## config.mk

```make
export PLATFORM = sky130hd
export DESIGN_NAME = tlk2711_tx_top
export DESIGN_NICKNAME = d
export VERILOG_FILES = /design/src/design/tlk2711_tx_pkg.sv /design/src/design/tlk2711_apb_regs.sv /design/src/design/tx_lane_fifo.sv /design/src/design/tx_word_serializer.sv /design/src/design/tx_frame_fsm.sv /design/src/design/tlk2711_tx_top.sv
export VERILOG_INCLUDE_DIRS = /design/src /design/src/design
export SDC_FILE = /design/constraint.sdc
export NUM_CORES = 2
export LEC_CHECK = 0
export ABC_AREA = 1
export BUFFER_PORTS_ARGS = -buffer_cell sky130_fd_sc_hd__buf_2
export CORE_ASPECT_RATIO = 1.75
export CORE_UTILIZATION = 50
export CTS_BUF_LIST = sky130_fd_sc_hd__clkbuf_4 sky130_fd_sc_hd__clkbuf_8
export DETAILED_ROUTE_END_ITERATION = 10
export PLACE_DENSITY = 0.69
export REMOVE_ABC_BUFFERS = 1
export SLEW_MARGIN = 25
export SYNTH_ARGS = -nofsm -noshare
export SYNTH_HDL_FRONTEND = slang
export SYNTH_SLANG_ARGS = --single-unit
```

## constraint.sdc

```tcl
create_clock -name clk -period 4.3 [get_ports clk]
set_input_delay 0.86 -clock clk [delete_from_list [all_inputs] [get_ports clk]]
set_output_delay 0.86 -clock clk [all_outputs]
set_load 0.02 [all_outputs]
```

## src/design/tlk2711_tx_macros.svh

```systemverilog
// Shared constants for the TLK2711 transmit framer.
// Include where widths, code words, periods or register addresses are needed.
`ifndef TLK2711_TX_MACROS_SVH
`define TLK2711_TX_MACROS_SVH

// datapath sizes
`define TLK_WORD_W          16
`define TLK_DMA_W           64
`define TLK_LANES           4
`define TLK_LANE_DEPTH      16
`define TLK_CNT_W           7

// TLK2711 code words, upper byte first
`define TLK_IDLE_WORD       16'hC5BC
`define TLK_SOF_WORD        16'h5CFB
`define TLK_EOF_WORD        16'hFDFE
`define TLK_HEAD0           16'hEB90
`define TLK_HEAD1           16'hE116
`define TLK_FILE_SIGN       16'h8100
`define TLK_FILE_END_SIGN   16'h8101

// periods in clk cycles
`define TLK_PWR_SYNC_CYCLES 100
`define TLK_SYNC_CYCLES     6
`define TLK_GAP_CYCLES      16

// APB register map
`define TLK_ADDR_CTRL       8'h00
`define TLK_ADDR_BODY_LEN   8'h04
`define TLK_ADDR_TAIL_LEN   8'h08
`define TLK_ADDR_BODY_NUM   8'h0C
`define TLK_ADDR_INTR_W     8'h10
`define TLK_ADDR_STATUS     8'h14

`endif

```

## src/design/tlk2711_tx_pkg.sv

```systemverilog
// Types shared by the framer, the register block and the assertions.
package tlk2711_tx_pkg;

    // framer states, also reported in STATUS[7:4]
    typedef enum logic [3:0] {
        PWR_SYNC  = 4'd0,
        IDLE      = 4'd1,
        SYNC      = 4'd2,
        SOF       = 4'd3,
        HEAD      = 4'd4,
        FILE_SIGN = 4'd5,
        FRAME_NUM = 4'd6,
        LENGTH    = 4'd7,
        DATA      = 4'd8,
        CHECKSUM  = 4'd9,
        EOF       = 4'd10,
        GAP       = 4'd11,
        INTERRUPT = 4'd12
    } tx_state_e;

endpackage

```

## src/design/tlk2711_apb_regs.sv

```systemverilog
// APB register block for the transmit framer.
// Holds the transfer configuration, turns a CTRL write into a start pulse
// and returns framer status. No wait states.
`timescale 1ns/1ps
`include "tlk2711_tx_macros.svh"

module tlk2711_apb_regs import tlk2711_tx_pkg::*; (
    input  logic        clk,
    input  logic        i_soft_reset,
    input  logic        i_psel,
    input  logic        i_penable,
    input  logic        i_pwrite,
    input  logic [7:0]  i_paddr,
    input  logic [31:0] i_pwdata,
    input  tx_state_e   i_state,
    input  logic        i_lanes_empty,
    input  logic        i_lanes_full,
    output logic [31:0] o_prdata,
    output logic        o_pready,
    output logic        o_pslverr,
    output logic        o_start,
    output logic [15:0] o_body_len,
    output logic [15:0] o_tail_len,
    output logic [23:0] o_body_num,
    output logic [15:0] o_intr_width
);

    logic access;
    logic addr_hit;
    logic wr_en;

    assign access   = i_psel & i_penable;
    assign wr_en    = access & i_pwrite & addr_hit;
    assign o_pready = 1'b1;
    assign o_pslverr = access & ~addr_hit;

    always_comb begin
        case (i_paddr)
            `TLK_ADDR_CTRL, `TLK_ADDR_BODY_LEN, `TLK_ADDR_TAIL_LEN,
            `TLK_ADDR_BODY_NUM, `TLK_ADDR_INTR_W, `TLK_ADDR_STATUS: addr_hit = 1'b1;
            default: addr_hit = 1'b0;
        endcase
    end

    //////////////////////////////
    // register writes
    //////////////////////////////
    always_ff @(posedge clk) begin
        if (i_soft_reset) begin
            o_start      <= 1'b0;
            o_body_len   <= '0;
            o_tail_len   <= '0;
            o_body_num   <= '0;
            o_intr_width <= '0;
        end else begin
            // one cycle wide, the cycle after the CTRL write
            o_start <= wr_en && (i_paddr == `TLK_ADDR_CTRL) && i_pwdata[0];
            if (wr_en) begin
                case (i_paddr)
                    `TLK_ADDR_BODY_LEN: o_body_len   <= i_pwdata[15:0];
                    `TLK_ADDR_TAIL_LEN: o_tail_len   <= i_pwdata[15:0];
                    `TLK_ADDR_BODY_NUM: o_body_num   <= i_pwdata[23:0];
                    `TLK_ADDR_INTR_W:   o_intr_width <= i_pwdata[15:0];
                    default: ;
                endcase
            end
        end
    end

    //////////////////////////////
    // read mux
    //////////////////////////////
    always_comb begin
        case (i_paddr)
            `TLK_ADDR_BODY_LEN: o_prdata = {16'b0, o_body_len};
            `TLK_ADDR_TAIL_LEN: o_prdata = {16'b0, o_tail_len};
            `TLK_ADDR_BODY_NUM: o_prdata = {8'b0, o_body_num};
            `TLK_ADDR_INTR_W:   o_prdata = {16'b0, o_intr_width};
            // busy, empty, full, then the state nibble
            `TLK_ADDR_STATUS:
                o_prdata = {24'b0, i_state, 1'b0, i_lanes_full, i_lanes_empty,
                            i_state != IDLE};
            default: o_prdata = '0;
        endcase
    end

endmodule

```

## src/design/tx_lane_fifo.sv

```systemverilog
// One 16-bit lane FIFO, first word fall through.
// The head word is visible on o_rd_data whenever o_empty is low.
`timescale 1ns/1ps
`include "tlk2711_tx_macros.svh"

module tx_lane_fifo (
    input  logic                  clk,
    input  logic                  i_soft_reset,
    input  logic                  i_wr_en,
    input  logic [`TLK_WORD_W-1:0] i_wr_data,
    input  logic                  i_rd_en,
    output logic [`TLK_WORD_W-1:0] o_rd_data,
    output logic                  o_empty,
    output logic                  o_full,
    output logic [`TLK_CNT_W-1:0] o_count
);

    localparam int PTR_W = $clog2(`TLK_LANE_DEPTH);

    logic [`TLK_WORD_W-1:0] mem [`TLK_LANE_DEPTH];
    logic [PTR_W-1:0]       wr_ptr;
    logic [PTR_W-1:0]       rd_ptr;
    logic                   do_wr;
    logic                   do_rd;

    assign do_wr     = i_wr_en & ~o_full;
    assign do_rd     = i_rd_en & ~o_empty;
    assign o_empty   = (o_count == '0);
    assign o_full    = (o_count == `TLK_LANE_DEPTH);
    assign o_rd_data = mem[rd_ptr];

    always_ff @(posedge clk) begin
        if (do_wr)
            mem[wr_ptr] <= i_wr_data;
    end

    // pointers wrap on their own since depth is a power of two
    always_ff @(posedge clk) begin
        if (i_soft_reset) begin
            wr_ptr  <= '0;
            rd_ptr  <= '0;
            o_count <= '0;
        end else begin
            if (do_wr)
                wr_ptr <= wr_ptr + 1'b1;
            if (do_rd)
                rd_ptr <= rd_ptr + 1'b1;
            o_count <= o_count + do_wr - do_rd;
        end
    end

endmodule

```

## src/design/tx_word_serializer.sv

```systemverilog
// Drains the four lane FIFOs round robin into one 16-bit word stream.
// Lane 0 goes first; a pop moves the head to the next lane on the next edge.
`timescale 1ns/1ps
`include "tlk2711_tx_macros.svh"

module tx_word_serializer (
    input  logic                              clk,
    input  logic                              i_soft_reset,
    input  logic [`TLK_LANES*`TLK_WORD_W-1:0] i_lane_data,
    input  logic [`TLK_LANES-1:0]             i_lane_empty,
    input  logic [`TLK_LANES*`TLK_CNT_W-1:0]  i_lane_count,
    input  logic                              i_word_pop,
    output logic [`TLK_LANES-1:0]             o_lane_rd,
    output logic [`TLK_WORD_W-1:0]            o_word,
    output logic [`TLK_CNT_W-1:0]             o_word_count,
    output logic                              o_empty
);

    logic [1:0] lane_ptr;

    assign o_word  = i_lane_data[lane_ptr*`TLK_WORD_W +: `TLK_WORD_W];
    assign o_empty = &i_lane_empty;

    // read strobe only to the selected lane
    always_comb begin
        o_lane_rd = '0;
        if (i_word_pop && !i_lane_empty[lane_ptr])
            o_lane_rd[lane_ptr] = 1'b1;
    end

    // total words held, summed over lanes
    always_comb begin
        o_word_count = '0;
        for (int i = 0; i < `TLK_LANES; i++)
            o_word_count = o_word_count + i_lane_count[i*`TLK_CNT_W +: `TLK_CNT_W];
    end

    always_ff @(posedge clk) begin
        if (i_soft_reset)
            lane_ptr <= '0;
        else if (|o_lane_rd)
            lane_ptr <= lane_ptr + 1'b1;
    end

endmodule

```

## src/design/tx_frame_fsm.sv

```systemverilog
// TLK2711 normal-mode framer.
// Sequences power-up idle, sync, frames with gaps and the end interrupt,
// pops payload words from the serializer and drives registered pins.
`timescale 1ns/1ps
`include "tlk2711_tx_macros.svh"

module tx_frame_fsm import tlk2711_tx_pkg::*; (
    input  logic                   clk,
    input  logic                   i_soft_reset,
    input  logic                   i_start,
    input  logic [15:0]            i_body_len,
    input  logic [15:0]            i_tail_len,
    input  logic [23:0]            i_body_num,
    input  logic [15:0]            i_intr_width,
    input  logic [`TLK_WORD_W-1:0] i_word,
    input  logic [`TLK_CNT_W-1:0]  i_word_count,
    output logic                   o_word_pop,
    output tx_state_e              o_state,
    output logic                   o_tx_interrupt,
    output logic [`TLK_WORD_W-1:0] o_2711_txd,
    output logic                   o_2711_tkmsb,
    output logic                   o_2711_tklsb,
    output logic                   o_2711_enable,
    output logic                   o_2711_lckrefn
);

    tx_state_e              state;
    tx_state_e              state_nxt;
    logic [15:0]            cyc_cnt;
    logic [23:0]            frame_cnt;
    logic                   last_frame;
    logic [15:0]            frame_len;
    logic [15:0]            next_len;
    logic [15:0]            checksum;
    logic                   start_flag;
    logic                   data_ok;
    logic [`TLK_WORD_W-1:0] tx_word;
    logic                   tk_msb;
    logic                   tk_lsb;

    assign o_state    = state;
    assign o_word_pop = (state == DATA);
    assign next_len   = (frame_cnt == i_body_num) ? i_tail_len : i_body_len;
    // enough words buffered for the coming frame, or lanes can hold no more
    assign data_ok = (16'(i_word_count) >= {1'b0, next_len[15:1]}) ||
                     (i_word_count == `TLK_LANES * `TLK_LANE_DEPTH);

    //////////////////////////////
    // next state
    //////////////////////////////
    always_comb begin
        state_nxt = state;
        case (state)
            PWR_SYNC:  if (cyc_cnt == `TLK_PWR_SYNC_CYCLES - 1) state_nxt = IDLE;
            IDLE:      if (start_flag && i_word_count != '0) state_nxt = SYNC;
            SYNC:      if (cyc_cnt >= `TLK_SYNC_CYCLES - 1 && data_ok) state_nxt = SOF;
            SOF:       state_nxt = HEAD;
            HEAD:      if (cyc_cnt == 16'd1) state_nxt = FILE_SIGN;
            FILE_SIGN: state_nxt = FRAME_NUM;
            FRAME_NUM: state_nxt = LENGTH;
            LENGTH:    state_nxt = (frame_len[15:1] == '0) ? CHECKSUM : DATA;
            DATA:      if (cyc_cnt == frame_len[15:1] - 1'b1) state_nxt = CHECKSUM;
            CHECKSUM:  state_nxt = EOF;
            EOF:       state_nxt = GAP;
            GAP: begin
                if (cyc_cnt >= `TLK_GAP_CYCLES - 1) begin
                    if (last_frame)
                        state_nxt = INTERRUPT;
                    else if (data_ok)
                        state_nxt = SOF;
                end
            end
            INTERRUPT: if (cyc_cnt + 1'b1 >= i_intr_width) state_nxt = IDLE;
            default:   state_nxt = IDLE;
        endcase
    end

    //////////////////////////////
    // state, counters, checksum
    //////////////////////////////
    always_ff @(posedge clk) begin
        if (i_soft_reset) begin
            state      <= PWR_SYNC;
            cyc_cnt    <= '0;
            frame_cnt  <= '0;
            last_frame <= 1'b0;
            frame_len  <= '0;
            checksum   <= '0;
            start_flag <= 1'b0;
        end else begin
            state <= state_nxt;
            // cycles spent in the current state, saturating
            if (state_nxt != state)
                cyc_cnt <= '0;
            else if (cyc_cnt != '1)
                cyc_cnt <= cyc_cnt + 1'b1;

            if (i_start)
                start_flag <= 1'b1;
            else if (state_nxt == GAP && state != GAP)
                start_flag <= 1'b0;

            if (state == IDLE)
                frame_cnt <= '0;
            else if (state == EOF)
                frame_cnt <= frame_cnt + 1'b1;

            // frame length and tail flag latched for the whole frame
            if (state == SOF) begin
                last_frame <= (frame_cnt == i_body_num);
                frame_len  <= next_len;
                checksum   <= '0;
            end else if (state == FRAME_NUM || state == LENGTH || state == DATA) begin
                checksum <= checksum + tx_word;
            end
        end
    end

    //////////////////////////////
    // word and k-flag select
    //////////////////////////////
    always_comb begin
        tx_word = `TLK_IDLE_WORD;
        tk_msb  = 1'b0;
        tk_lsb  = 1'b0;
        case (state)
            SOF:       {tx_word, tk_msb, tk_lsb} = {`TLK_SOF_WORD, 2'b11};
            HEAD:      tx_word = cyc_cnt[0] ? `TLK_HEAD1 : `TLK_HEAD0;
            FILE_SIGN: tx_word = last_frame ? `TLK_FILE_END_SIGN : `TLK_FILE_SIGN;
            FRAME_NUM: tx_word = frame_cnt[15:0];
            LENGTH:    tx_word = frame_len;
            DATA:      tx_word = i_word;
            CHECKSUM:  tx_word = checksum;
            EOF:       {tx_word, tk_msb, tk_lsb} = {`TLK_EOF_WORD, 2'b11};
            // idle word with K28.5 in the low byte
            default:   tk_lsb = 1'b1;
        endcase
    end

    // pins, one cycle behind the state
    always_ff @(posedge clk) begin
        if (i_soft_reset) begin
            o_2711_txd     <= `TLK_IDLE_WORD;
            o_2711_tkmsb   <= 1'b0;
            o_2711_tklsb   <= 1'b1;
            o_tx_interrupt <= 1'b0;
            o_2711_enable  <= 1'b0;
            o_2711_lckrefn <= 1'b0;
        end else begin
            o_2711_txd     <= tx_word;
            o_2711_tkmsb   <= tk_msb;
            o_2711_tklsb   <= tk_lsb;
            o_tx_interrupt <= (state == INTERRUPT);
            o_2711_enable  <= 1'b1;
            o_2711_lckrefn <= 1'b1;
        end
    end

endmodule

```

## src/design/tlk2711_tx_top.sv

```systemverilog
// Top level of the TLK2711 transmit path.
// APB configures the transfer, DMA beats fill four lane FIFOs, and the
// framer sends them out through the serializer on the TLK2711 pins.
`timescale 1ns/1ps
`include "tlk2711_tx_macros.svh"

module tlk2711_tx_top import tlk2711_tx_pkg::*; (
    input  logic                   clk,
    input  logic                   i_soft_reset,
    input  logic                   i_psel,
    input  logic                   i_penable,
    input  logic                   i_pwrite,
    input  logic [7:0]             i_paddr,
    input  logic [31:0]            i_pwdata,
    output logic [31:0]            o_prdata,
    output logic                   o_pready,
    output logic                   o_pslverr,
    input  logic                   i_dma_rd_valid,
    input  logic [`TLK_DMA_W-1:0]  i_dma_rd_data,
    output logic                   o_dma_rd_ready,
    output logic                   o_tx_interrupt,
    output logic [`TLK_WORD_W-1:0] o_2711_txd,
    output logic                   o_2711_tkmsb,
    output logic                   o_2711_tklsb,
    output logic                   o_2711_enable,
    output logic                   o_2711_lckrefn
);

    logic                              start;
    logic [15:0]                       body_len;
    logic [15:0]                       tail_len;
    logic [23:0]                       body_num;
    logic [15:0]                       intr_width;
    tx_state_e                         state;
    logic                              dma_wr;
    logic [`TLK_LANES*`TLK_WORD_W-1:0] lane_data;
    logic [`TLK_LANES-1:0]             lane_empty;
    logic [`TLK_LANES-1:0]             lane_full;
    logic [`TLK_LANES*`TLK_CNT_W-1:0]  lane_count;
    logic [`TLK_LANES-1:0]             lane_rd;
    logic [`TLK_WORD_W-1:0]            word;
    logic [`TLK_CNT_W-1:0]             word_count;
    logic                              word_empty;
    logic                              word_pop;

    // back-pressure as soon as any lane is full
    assign o_dma_rd_ready = ~|lane_full;
    assign dma_wr         = i_dma_rd_valid & o_dma_rd_ready;

    tlk2711_apb_regs tlk2711_apb_regs_inst (
        .clk(clk), .i_soft_reset(i_soft_reset),
        .i_psel(i_psel), .i_penable(i_penable), .i_pwrite(i_pwrite),
        .i_paddr(i_paddr), .i_pwdata(i_pwdata),
        .i_state(state), .i_lanes_empty(word_empty), .i_lanes_full(|lane_full),
        .o_prdata(o_prdata), .o_pready(o_pready), .o_pslverr(o_pslverr),
        .o_start(start), .o_body_len(body_len), .o_tail_len(tail_len),
        .o_body_num(body_num), .o_intr_width(intr_width)
    );

    // lane n takes bits 16n+15:16n of each beat
    for (genvar g = 0; g < `TLK_LANES; g++) begin : g_lane
        tx_lane_fifo tx_lane_fifo_inst (
            .clk(clk), .i_soft_reset(i_soft_reset),
            .i_wr_en(dma_wr),
            .i_wr_data(i_dma_rd_data[g*`TLK_WORD_W +: `TLK_WORD_W]),
            .i_rd_en(lane_rd[g]),
            .o_rd_data(lane_data[g*`TLK_WORD_W +: `TLK_WORD_W]),
            .o_empty(lane_empty[g]), .o_full(lane_full[g]),
            .o_count(lane_count[g*`TLK_CNT_W +: `TLK_CNT_W])
        );
    end

    tx_word_serializer tx_word_serializer_inst (
        .clk(clk), .i_soft_reset(i_soft_reset),
        .i_lane_data(lane_data), .i_lane_empty(lane_empty),
        .i_lane_count(lane_count), .i_word_pop(word_pop),
        .o_lane_rd(lane_rd), .o_word(word),
        .o_word_count(word_count), .o_empty(word_empty)
    );

    tx_frame_fsm tx_frame_fsm_inst (
        .clk(clk), .i_soft_reset(i_soft_reset), .i_start(start),
        .i_body_len(body_len), .i_tail_len(tail_len),
        .i_body_num(body_num), .i_intr_width(intr_width),
        .i_word(word), .i_word_count(word_count),
        .o_word_pop(word_pop), .o_state(state), .o_tx_interrupt(o_tx_interrupt),
        .o_2711_txd(o_2711_txd), .o_2711_tkmsb(o_2711_tkmsb),
        .o_2711_tklsb(o_2711_tklsb), .o_2711_enable(o_2711_enable),
        .o_2711_lckrefn(o_2711_lckrefn)
    );

endmodule

```

Word level (Yosys, flattened, before mapping)
Memories as Yosys holds them, arrays and structs flattened. A register that Yosys moved wholly into a read port is not among the register bits. Index checks and enable logic that the tools add are counted.

Memories: 4. RAM bits: 1024. Memory bits (read-only): 0. Output and inout port bits: 56. Bits of input ports: 110. Latch bits: 0. Logic and storage cells: 195. Flip-flop bits (word level): 233.

Memories: g_lane[0].tx_lane_fifo_inst.mem (depth 16, bits a word 16, read ports 1, clocked after memory_dff 1, wr ports 1, RTL line tx_lane_fifo.sv:20) `` logic [`TLK_WORD_W-1:0] mem [`TLK_LANE_DEPTH]; ``; g_lane[1].tx_lane_fifo_inst.mem (depth 16, bits a word 16, read ports 1, clocked after memory_dff 1, wr ports 1, RTL line tx_lane_fifo.sv:20); g_lane[2].tx_lane_fifo_inst.mem (depth 16, bits a word 16, read ports 1, clocked after memory_dff 1, wr ports 1, RTL line tx_lane_fifo.sv:20); g_lane[3].tx_lane_fifo_inst.mem (depth 16, bits a word 16, read ports 1, clocked after memory_dff 1, wr ports 1, RTL line tx_lane_fifo.sv:20).

Add/sub/neg operators: 24. $lt $le $gt $ge: 6. Shifts and indexed selects: 1. Multiply operators: 0. Divide/modulo/power cells: 0. Multiplexer cells: 43. Reductions and logical operators: 34. Bitwise operators: 22. Equal/unequal tests: 31.

Operators with widths (number): $pmux 16 s8 (1); $pmux 24 s5 (1); $mux 4 (18); $shiftx 64x7->16 (1); $pmux 4 s13 (1); $add 4x1->4 const B (8); $add 7x1->7 (4); $eq 7x5->1 const B (4); $logic_not 7->1 (4); $sub 7x1->7 (4); $add 24x1->24 const B (1); $eq 24x24->1 (1); $eq 4x4->1 const B (6); $add 7x7->7 (3); $mux 1 (18); $add 16x1->16 const B (1); $add 16x16->16 (1); $eq 16x1->1 const B (1); $eq 16x16->1 (1); $eq 16x7->1 const B (1); $eq 4x3->1 const B (4); $eq 8x4->1 const B (2); $eq 8x5->1 const B (2); $ge 16x16->1 (1); other kinds (34) (72).

Depth between registers and ports, before layout
Depth after elaboration: 13. Depth in mapped cells: 30. Mapped depth without buffers: 28.

By module
Synthesis repeated with hierarchy kept, for this count alone.

Cells, all modules: 6821. Area, all modules: 61440.2 um^2.

By module, submodules not included: tx_lane_fifo (g_lane[1].tx_lane_fifo_inst ...) (instances 3, seq. area each 8067.7 um^2, area each 12172.9 um^2, cells each 1205); tx_lane_fifo (g_lane[0].tx_lane_fifo_inst) (instances 1, seq. area each 8067.7 um^2, area each 12117.9 um^2, cells each 1201); tx_frame_fsm (instances 1, seq. area each 1961.9 um^2, area each 7151.9 um^2, cells each 1089); tlk2711_apb_regs (instances 1, seq. area each 1461.4 um^2, area each 4337.9 um^2, cells each 706); tx_word_serializer (instances 1, seq. area each 40.0 um^2, area each 1288.7 um^2, cells each 204); tlk2711_tx_top (instances 1, seq. area each 0.0 um^2, area each 25.0 um^2, cells each 6).

Worst setup path before layout
OpenSTA, ideal clock, no wires.

Kind: reg-to-reg. From: reg g_lane[0].tx_lane_fifo_inst.o_count[3]. To: reg g_lane[3].tx_lane_fifo_inst.o_count[6]. Library setup time: 70 ps. Cell stages (with the launch flop): 19. Period minus slack after synthesis: 4263 ps. Buffers on the path: 1. Slack: 37 ps. Data required time: 4230 ps. Arrival time: 4193 ps. Cells stage by stage: dfxtp_1 > inv_1 > ha_1 > nand3_1 > nor2_1 > a2111oi_0 > nand2_1 > clkinv_1 > buf_1 > ha_1 > inv_1 > fa_1 > o31ai_1 > inv_1 > nor2_1 > nor2_1 > o21ai_0 > o21ai_0 > a21oi_1.

Elaborated cells on any way between the ends: 14. Those cells by class: add/sub (2); eq/ne (1); mux (3); bitwise (3); reduce/logical (5).

RTL lines: start: declaration (RTL line tx_lane_fifo.sv:15) `` output logic [`TLK_CNT_W-1:0] o_count ``; start signal: assignment (RTL line tx_lane_fifo.sv:48) `o_count <= o_count + do_wr - do_rd;`; $eq 7x5->1 (no line); $reduce_or 4->1 (RTL line tlk2711_tx_top.sv:47) `assign o_dma_rd_ready = ~|lane_full;`; $logic_not 1->1 (RTL line tlk2711_tx_top.sv:47); named net o_dma_rd_ready (RTL line tlk2711_tx_top.sv:20) `output logic o_dma_rd_ready,`; $and 1x1->1 (RTL line tlk2711_tx_top.sv:48) `assign dma_wr = i_dma_rd_valid & o_dma_rd_ready;`; $and 1x1->1 (RTL line tx_lane_fifo.sv:26) `assign do_wr = i_wr_en & ~o_full;`; named net g_lane[3].tx_lane_fifo_inst.do_wr (RTL line tx_lane_fifo.sv:23) `logic do_wr;`; $add 7x1->7 (RTL line tx_lane_fifo.sv:48); $sub 7x1->7 (RTL line tx_lane_fifo.sv:48); end signal: assignment (RTL line tx_lane_fifo.sv:48); end: declaration (RTL line tx_lane_fifo.sv:15).

The timed path passes the listed nets, and every way through them passes these cells. The select of a mux whose other input is x is not followed. A chain may end at the register's enable or synchronous reset.

Worst setup path after layout
From: reg g_lane[2].tx_lane_fifo_inst.o_count[1]. To: reg tx_frame_fsm_inst.cyc_cnt[13].

Word-level cells in the longest chain between the ends: 10. Elaborated cells on any way between the ends: 16. Those cells by class: add/sub (2); order compare (1); eq/ne (2); mux (6); reduce/logical (5).

RTL lines: start: declaration (RTL line tx_lane_fifo.sv:15); start signal: assignment (RTL line tx_lane_fifo.sv:48); $add 7x7->7 (*) (2 in series) (RTL line tx_word_serializer.sv:35) `` o_word_count = o_word_count + i_lane_count[i*`TLK_CNT_W +: `TLK_CNT_W]; ``; $ge 7x15->1 / $eq 7x7->1 (equally long branches); $logic_or 1x1->1 (RTL line tx_frame_fsm.sv:45) `assign data_ok = (16'(i_word_count) >= {1'b0, next_len[15:1]}) ||`; $mux 4 (RTL line tx_frame_fsm.sv:69) `else if (data_ok)`; $mux 4 (RTL line tx_frame_fsm.sv:67) `if (last_frame)`; $mux 4 (RTL line tx_frame_fsm.sv:66) `` if (cyc_cnt >= `TLK_GAP_CYCLES - 1) begin ``; $pmux 4 s13 (*) (RTL line tx_frame_fsm.sv:53) `case (state)`; $ne 4x4->1 (*) (RTL line tx_frame_fsm.sv:93) `if (state_nxt != state)`; $reduce_or 2->1 (no line) (*); end signal: assignment (RTL line tx_frame_fsm.sv:96) `cyc_cnt <= cyc_cnt + 1'b1;`; end: declaration (RTL line tx_frame_fsm.sv:29) `logic [15:0] cyc_cnt;`.

Mark *: on every way between the ends. The rest lies on a longest branch, timed or not.

==> metrics.txt <==
Non-Filler Instances=6885; total CTS buffers=176; CP arrival=5050 ps; Syn Std Cell Area=0.05450 sq mm; Setup Skew=45.96 ps; Iteration-0 DRC Markers=3500; largest net degree at the start of global routing=77; CP max stage cell=fa_1; first drt pass iteration count=6; post-route ant nets=0; Final nets=5521; Fmax=0.2363 GHz; worst slew pin tran=1050 ps; final WL=154.1 mm; number of global-route vias before repair=39389; Multi-input gate area=0.01666 sq mm; DR DRC count=0; H-tree depth=4; CTS max path bufs=3; DP HPWL=100.7 mm; clock-pin slew on the worst setup and hold paths=70 ps; CP Max Fanout=8; YS warnings=0; # rows=159; Leak=0.02240 uW; hold crit path type=in2reg; total power=28510 uW; hold buffers post-CTS=0; pwr dens=455.9 mW/mm^2; Register Area=0.03576 sq mm; number of synthesized register bits=1273; die height=438.8 microns; CP required=5120 ps; RSZ-0062 raised after global routing=yes; Worst-Skew Late Latency=900 ps; CP Capture Type=flop; Max-Slew Margin vs Limit=29.93%; synth unique cells=56; crit path kind=reg2reg; worst vdd ir=0.0003765 V; Total GRT Usage=27.89%; Die Width=251.6 microns; final hold slack=259.9 ps; # clock sinks=1273; max-cap viol count=0; slowest stage delay, CP=550 ps; Slew Viols, Final=0; total congestion overflow=0; Initial Util=50.64%; Synth Flop Type=edfxtp_1; CTS tree=done; initial antenna violation count=29; root buffer cell=clkbuf_8; global placement routability congestion=0.9794; Core Region=0.1076 sq mm; placed insts=6549; EDFF count, synth=1024; global-route wire length before repair=229.3 mm; cell family with most CP delay=adder cells; Final Hold Viols=0; minimum clock period=4231 ps; vias per inst=5.823; setup violators final=0; area grow syn2layout=14.75%; Mapped Cells=4942; Fill cells=8747; wire per inst=22.38 microns; register area share after synthesis=65.56%; Final Cycle Share=98.40%; reg2reg setup slack=70 ps; Avg Inst Size Synth=11.03 sq um; ys async rst share=0%; die area=0.1104 sq mm; vias=40088; Buf/Inv on CP=2; Setup crit start kind=flop; buffers added on ports=148; fraction of layout cells with a size suffix above 1=16.23%; status=completed; io pins=166
metrics by stage:
| stage | setup TNS (ps) | instance area, sq um | utilization [%] | worst slack (ps) |
|---|---|---|---|---|
| 5_1_grt | -2538 | 62540 | 58.11 | -172.8 |
| 3_3_place_gp | -16.19 | 58680 | 54.52 | -16.19 |
| 6_report | 0 | 62550 | 58.11 | 68.94 |
| 2_1_floorplan | -158280 | 53440 | - | -3628 |
| 4_1_cts | 0 | 62240 | 57.83 | 2.880 |
| 3_5_place_dp | -80.35 | 58680 | 54.52 | -80.35 |
cells in the mapped netlist, types with 6 or more instances:
cell type	count	area share, %
edfxtp_1	1024	56
nor2_1	921	6.3
o21ai_0	683	6.3
nand2_1	356	2.5
inv_1	348	2.4
dfxtp_1	249	9.1
clkbuf_1	248	1.7
o221ai_1	154	2.5
o22ai_1	151	1.7
nand3_1	145	1.3
a21oi_1	138	1.3
ha_1	110	2.5
a211oi_1	68	0.94
nor3_1	52	0.48
xor2_1	35	0.56
o211ai_1	29	0.40
xnor2_1	23	0.37
nand4_1	18	0.21
fa_1	17	0.62
a2111oi_0	13	0.21
buf_4	11	0.15
inv_2	11	0.076
nor2_2	11	0.13
o21bai_1	11	0.15
clkinv_1	10	0.069
nor4_1	9	0.10
a221o_1	7	0.13
buf_2	7	0.064
o311ai_0	7	0.11
o31ai_1	6	0.083
repair_timing:
item                                    4_1_cts  5_1_grt
gates cloned                                  0        2
resized for setup                             2       72
endpoints found under the setup margin        1       24
hold endpoints to repair                      0        0
pin swaps                                     0       24
setup buffers                                 0        4
per-layer routing:
layer | part of all wire [%] | GRT usage [%] | wire length [microns]
met1 | 34 | 29.56 | 52690
met2 | 51 | 49.14 | 79110
met3 | 7.4 | 5.812 | 11350
met4 | 6.9 | 19.80 | 10700
met5 | 0.15 | 0 | 238
registers in the layout, summed over array words and instances (netlist names), 2 cells and up, named ones only:
name                                count
g_lane.tx_lane_fifo_inst.mem         1024
g_lane.tx_lane_fifo_inst.o_count       28
g_lane.tx_lane_fifo_inst.rd_ptr        16
g_lane.tx_lane_fifo_inst.wr_ptr        16
tlk2711_apb_regs_inst.o_body_len       16
tlk2711_apb_regs_inst.o_body_num       24
tlk2711_apb_regs_inst.o_intr_width     16
tlk2711_apb_regs_inst.o_tail_len       16
tx_frame_fsm_inst.checksum             16
tx_frame_fsm_inst.cyc_cnt              16
tx_frame_fsm_inst.frame_cnt            24
tx_frame_fsm_inst.frame_len            16
tx_frame_fsm_inst.o_2711_txd           16
tx_frame_fsm_inst.o_state               4
tx_word_serializer_inst.lane_ptr        2
power by group:
| group | switching (uW) | total (uW) | internal (uW) | leakage (uW) |
|---|---|---|---|---|
| Combinational | 3040 | 4800 | 1760 | 0.00927 |
| Clock | 4540 | 9440 | 4900 | 0.00187 |
| Sequential | 244 | 14300 | 14000 | 0.0113 |
cell families after synthesis:
family                     after synthesis  synth area share, %
and+or+nand+nor                       1540                11.53
DFF                                   1273                65.56
AOI/OAI and AO/OA                     1300                14.27
other                                    2              0.01378
xor gates and xnor gates                58               0.9320
buffers and inverters                  642                4.541
adders and majority gates              127                3.150
placed cells by master, fill, tap and decap left out, types with 16 or more instances in the layout:
| master | instances |
|---|---|
| edfxtp_1 | 1024 |
| xor2_1 | 34 |
| clkbuf_8 | 189 |
| clkinv_1 | 50 |
| clkbuf_4 | 54 |
| inv_1 | 336 |
| nor2_2 | 73 |
| ha_1 | 107 |
| nand4_1 | 18 |
| o221ai_1 | 154 |
| buf_2 | 147 |
| nand2_1 | 354 |
| fa_1 | 16 |
| buf_4 | 246 |
| o22ai_1 | 151 |
| xnor2_1 | 23 |
| o21ai_0 | 673 |
| o211ai_1 | 29 |
| nor3_1 | 51 |
| clkinv_2 | 22 |
| dfxtp_1 | 234 |
| nor2_1 | 850 |
| inv_2 | 20 |
| buf_12 | 33 |
| a211oi_1 | 66 |
| a21oi_1 | 131 |
| nand3_1 | 142 |
layout make-up:
type                    instances  area share, %
diodes                          7        0.02801
repair buffers                430          5.333
clock inverters                80         0.8762
clock buffers                 243          4.807
multi-input cells            3034          26.64
flip-flops and latches       1273          57.18
inverters                     369          2.236
well taps                    1449          2.899
worst min-delay path, cell delays in order:
cell and delay, ps:
buf_2 120, nor2_1 100, a211oi_1 40
path summary, 6_finish.rpt:
path	to	depth (start not counted)	startpoint
setup / recovery	tx_frame_fsm_inst.cyc_cnt[13]	25	g_lane[2].tx_lane_fifo_inst.o_count[1]
hold / removal	tlk2711_apb_regs_inst.o_intr_width[9]	3	i_pwdata[9]
setup reg to reg	tx_frame_fsm_inst.cyc_cnt[13]	25	g_lane[2].tx_lane_fifo_inst.o_count[1]
hold reg to reg	tx_frame_fsm_inst.start_flag	2	tlk2711_apb_regs_inst.o_start
No activity file was read; power rests on OpenSTA's default activity.
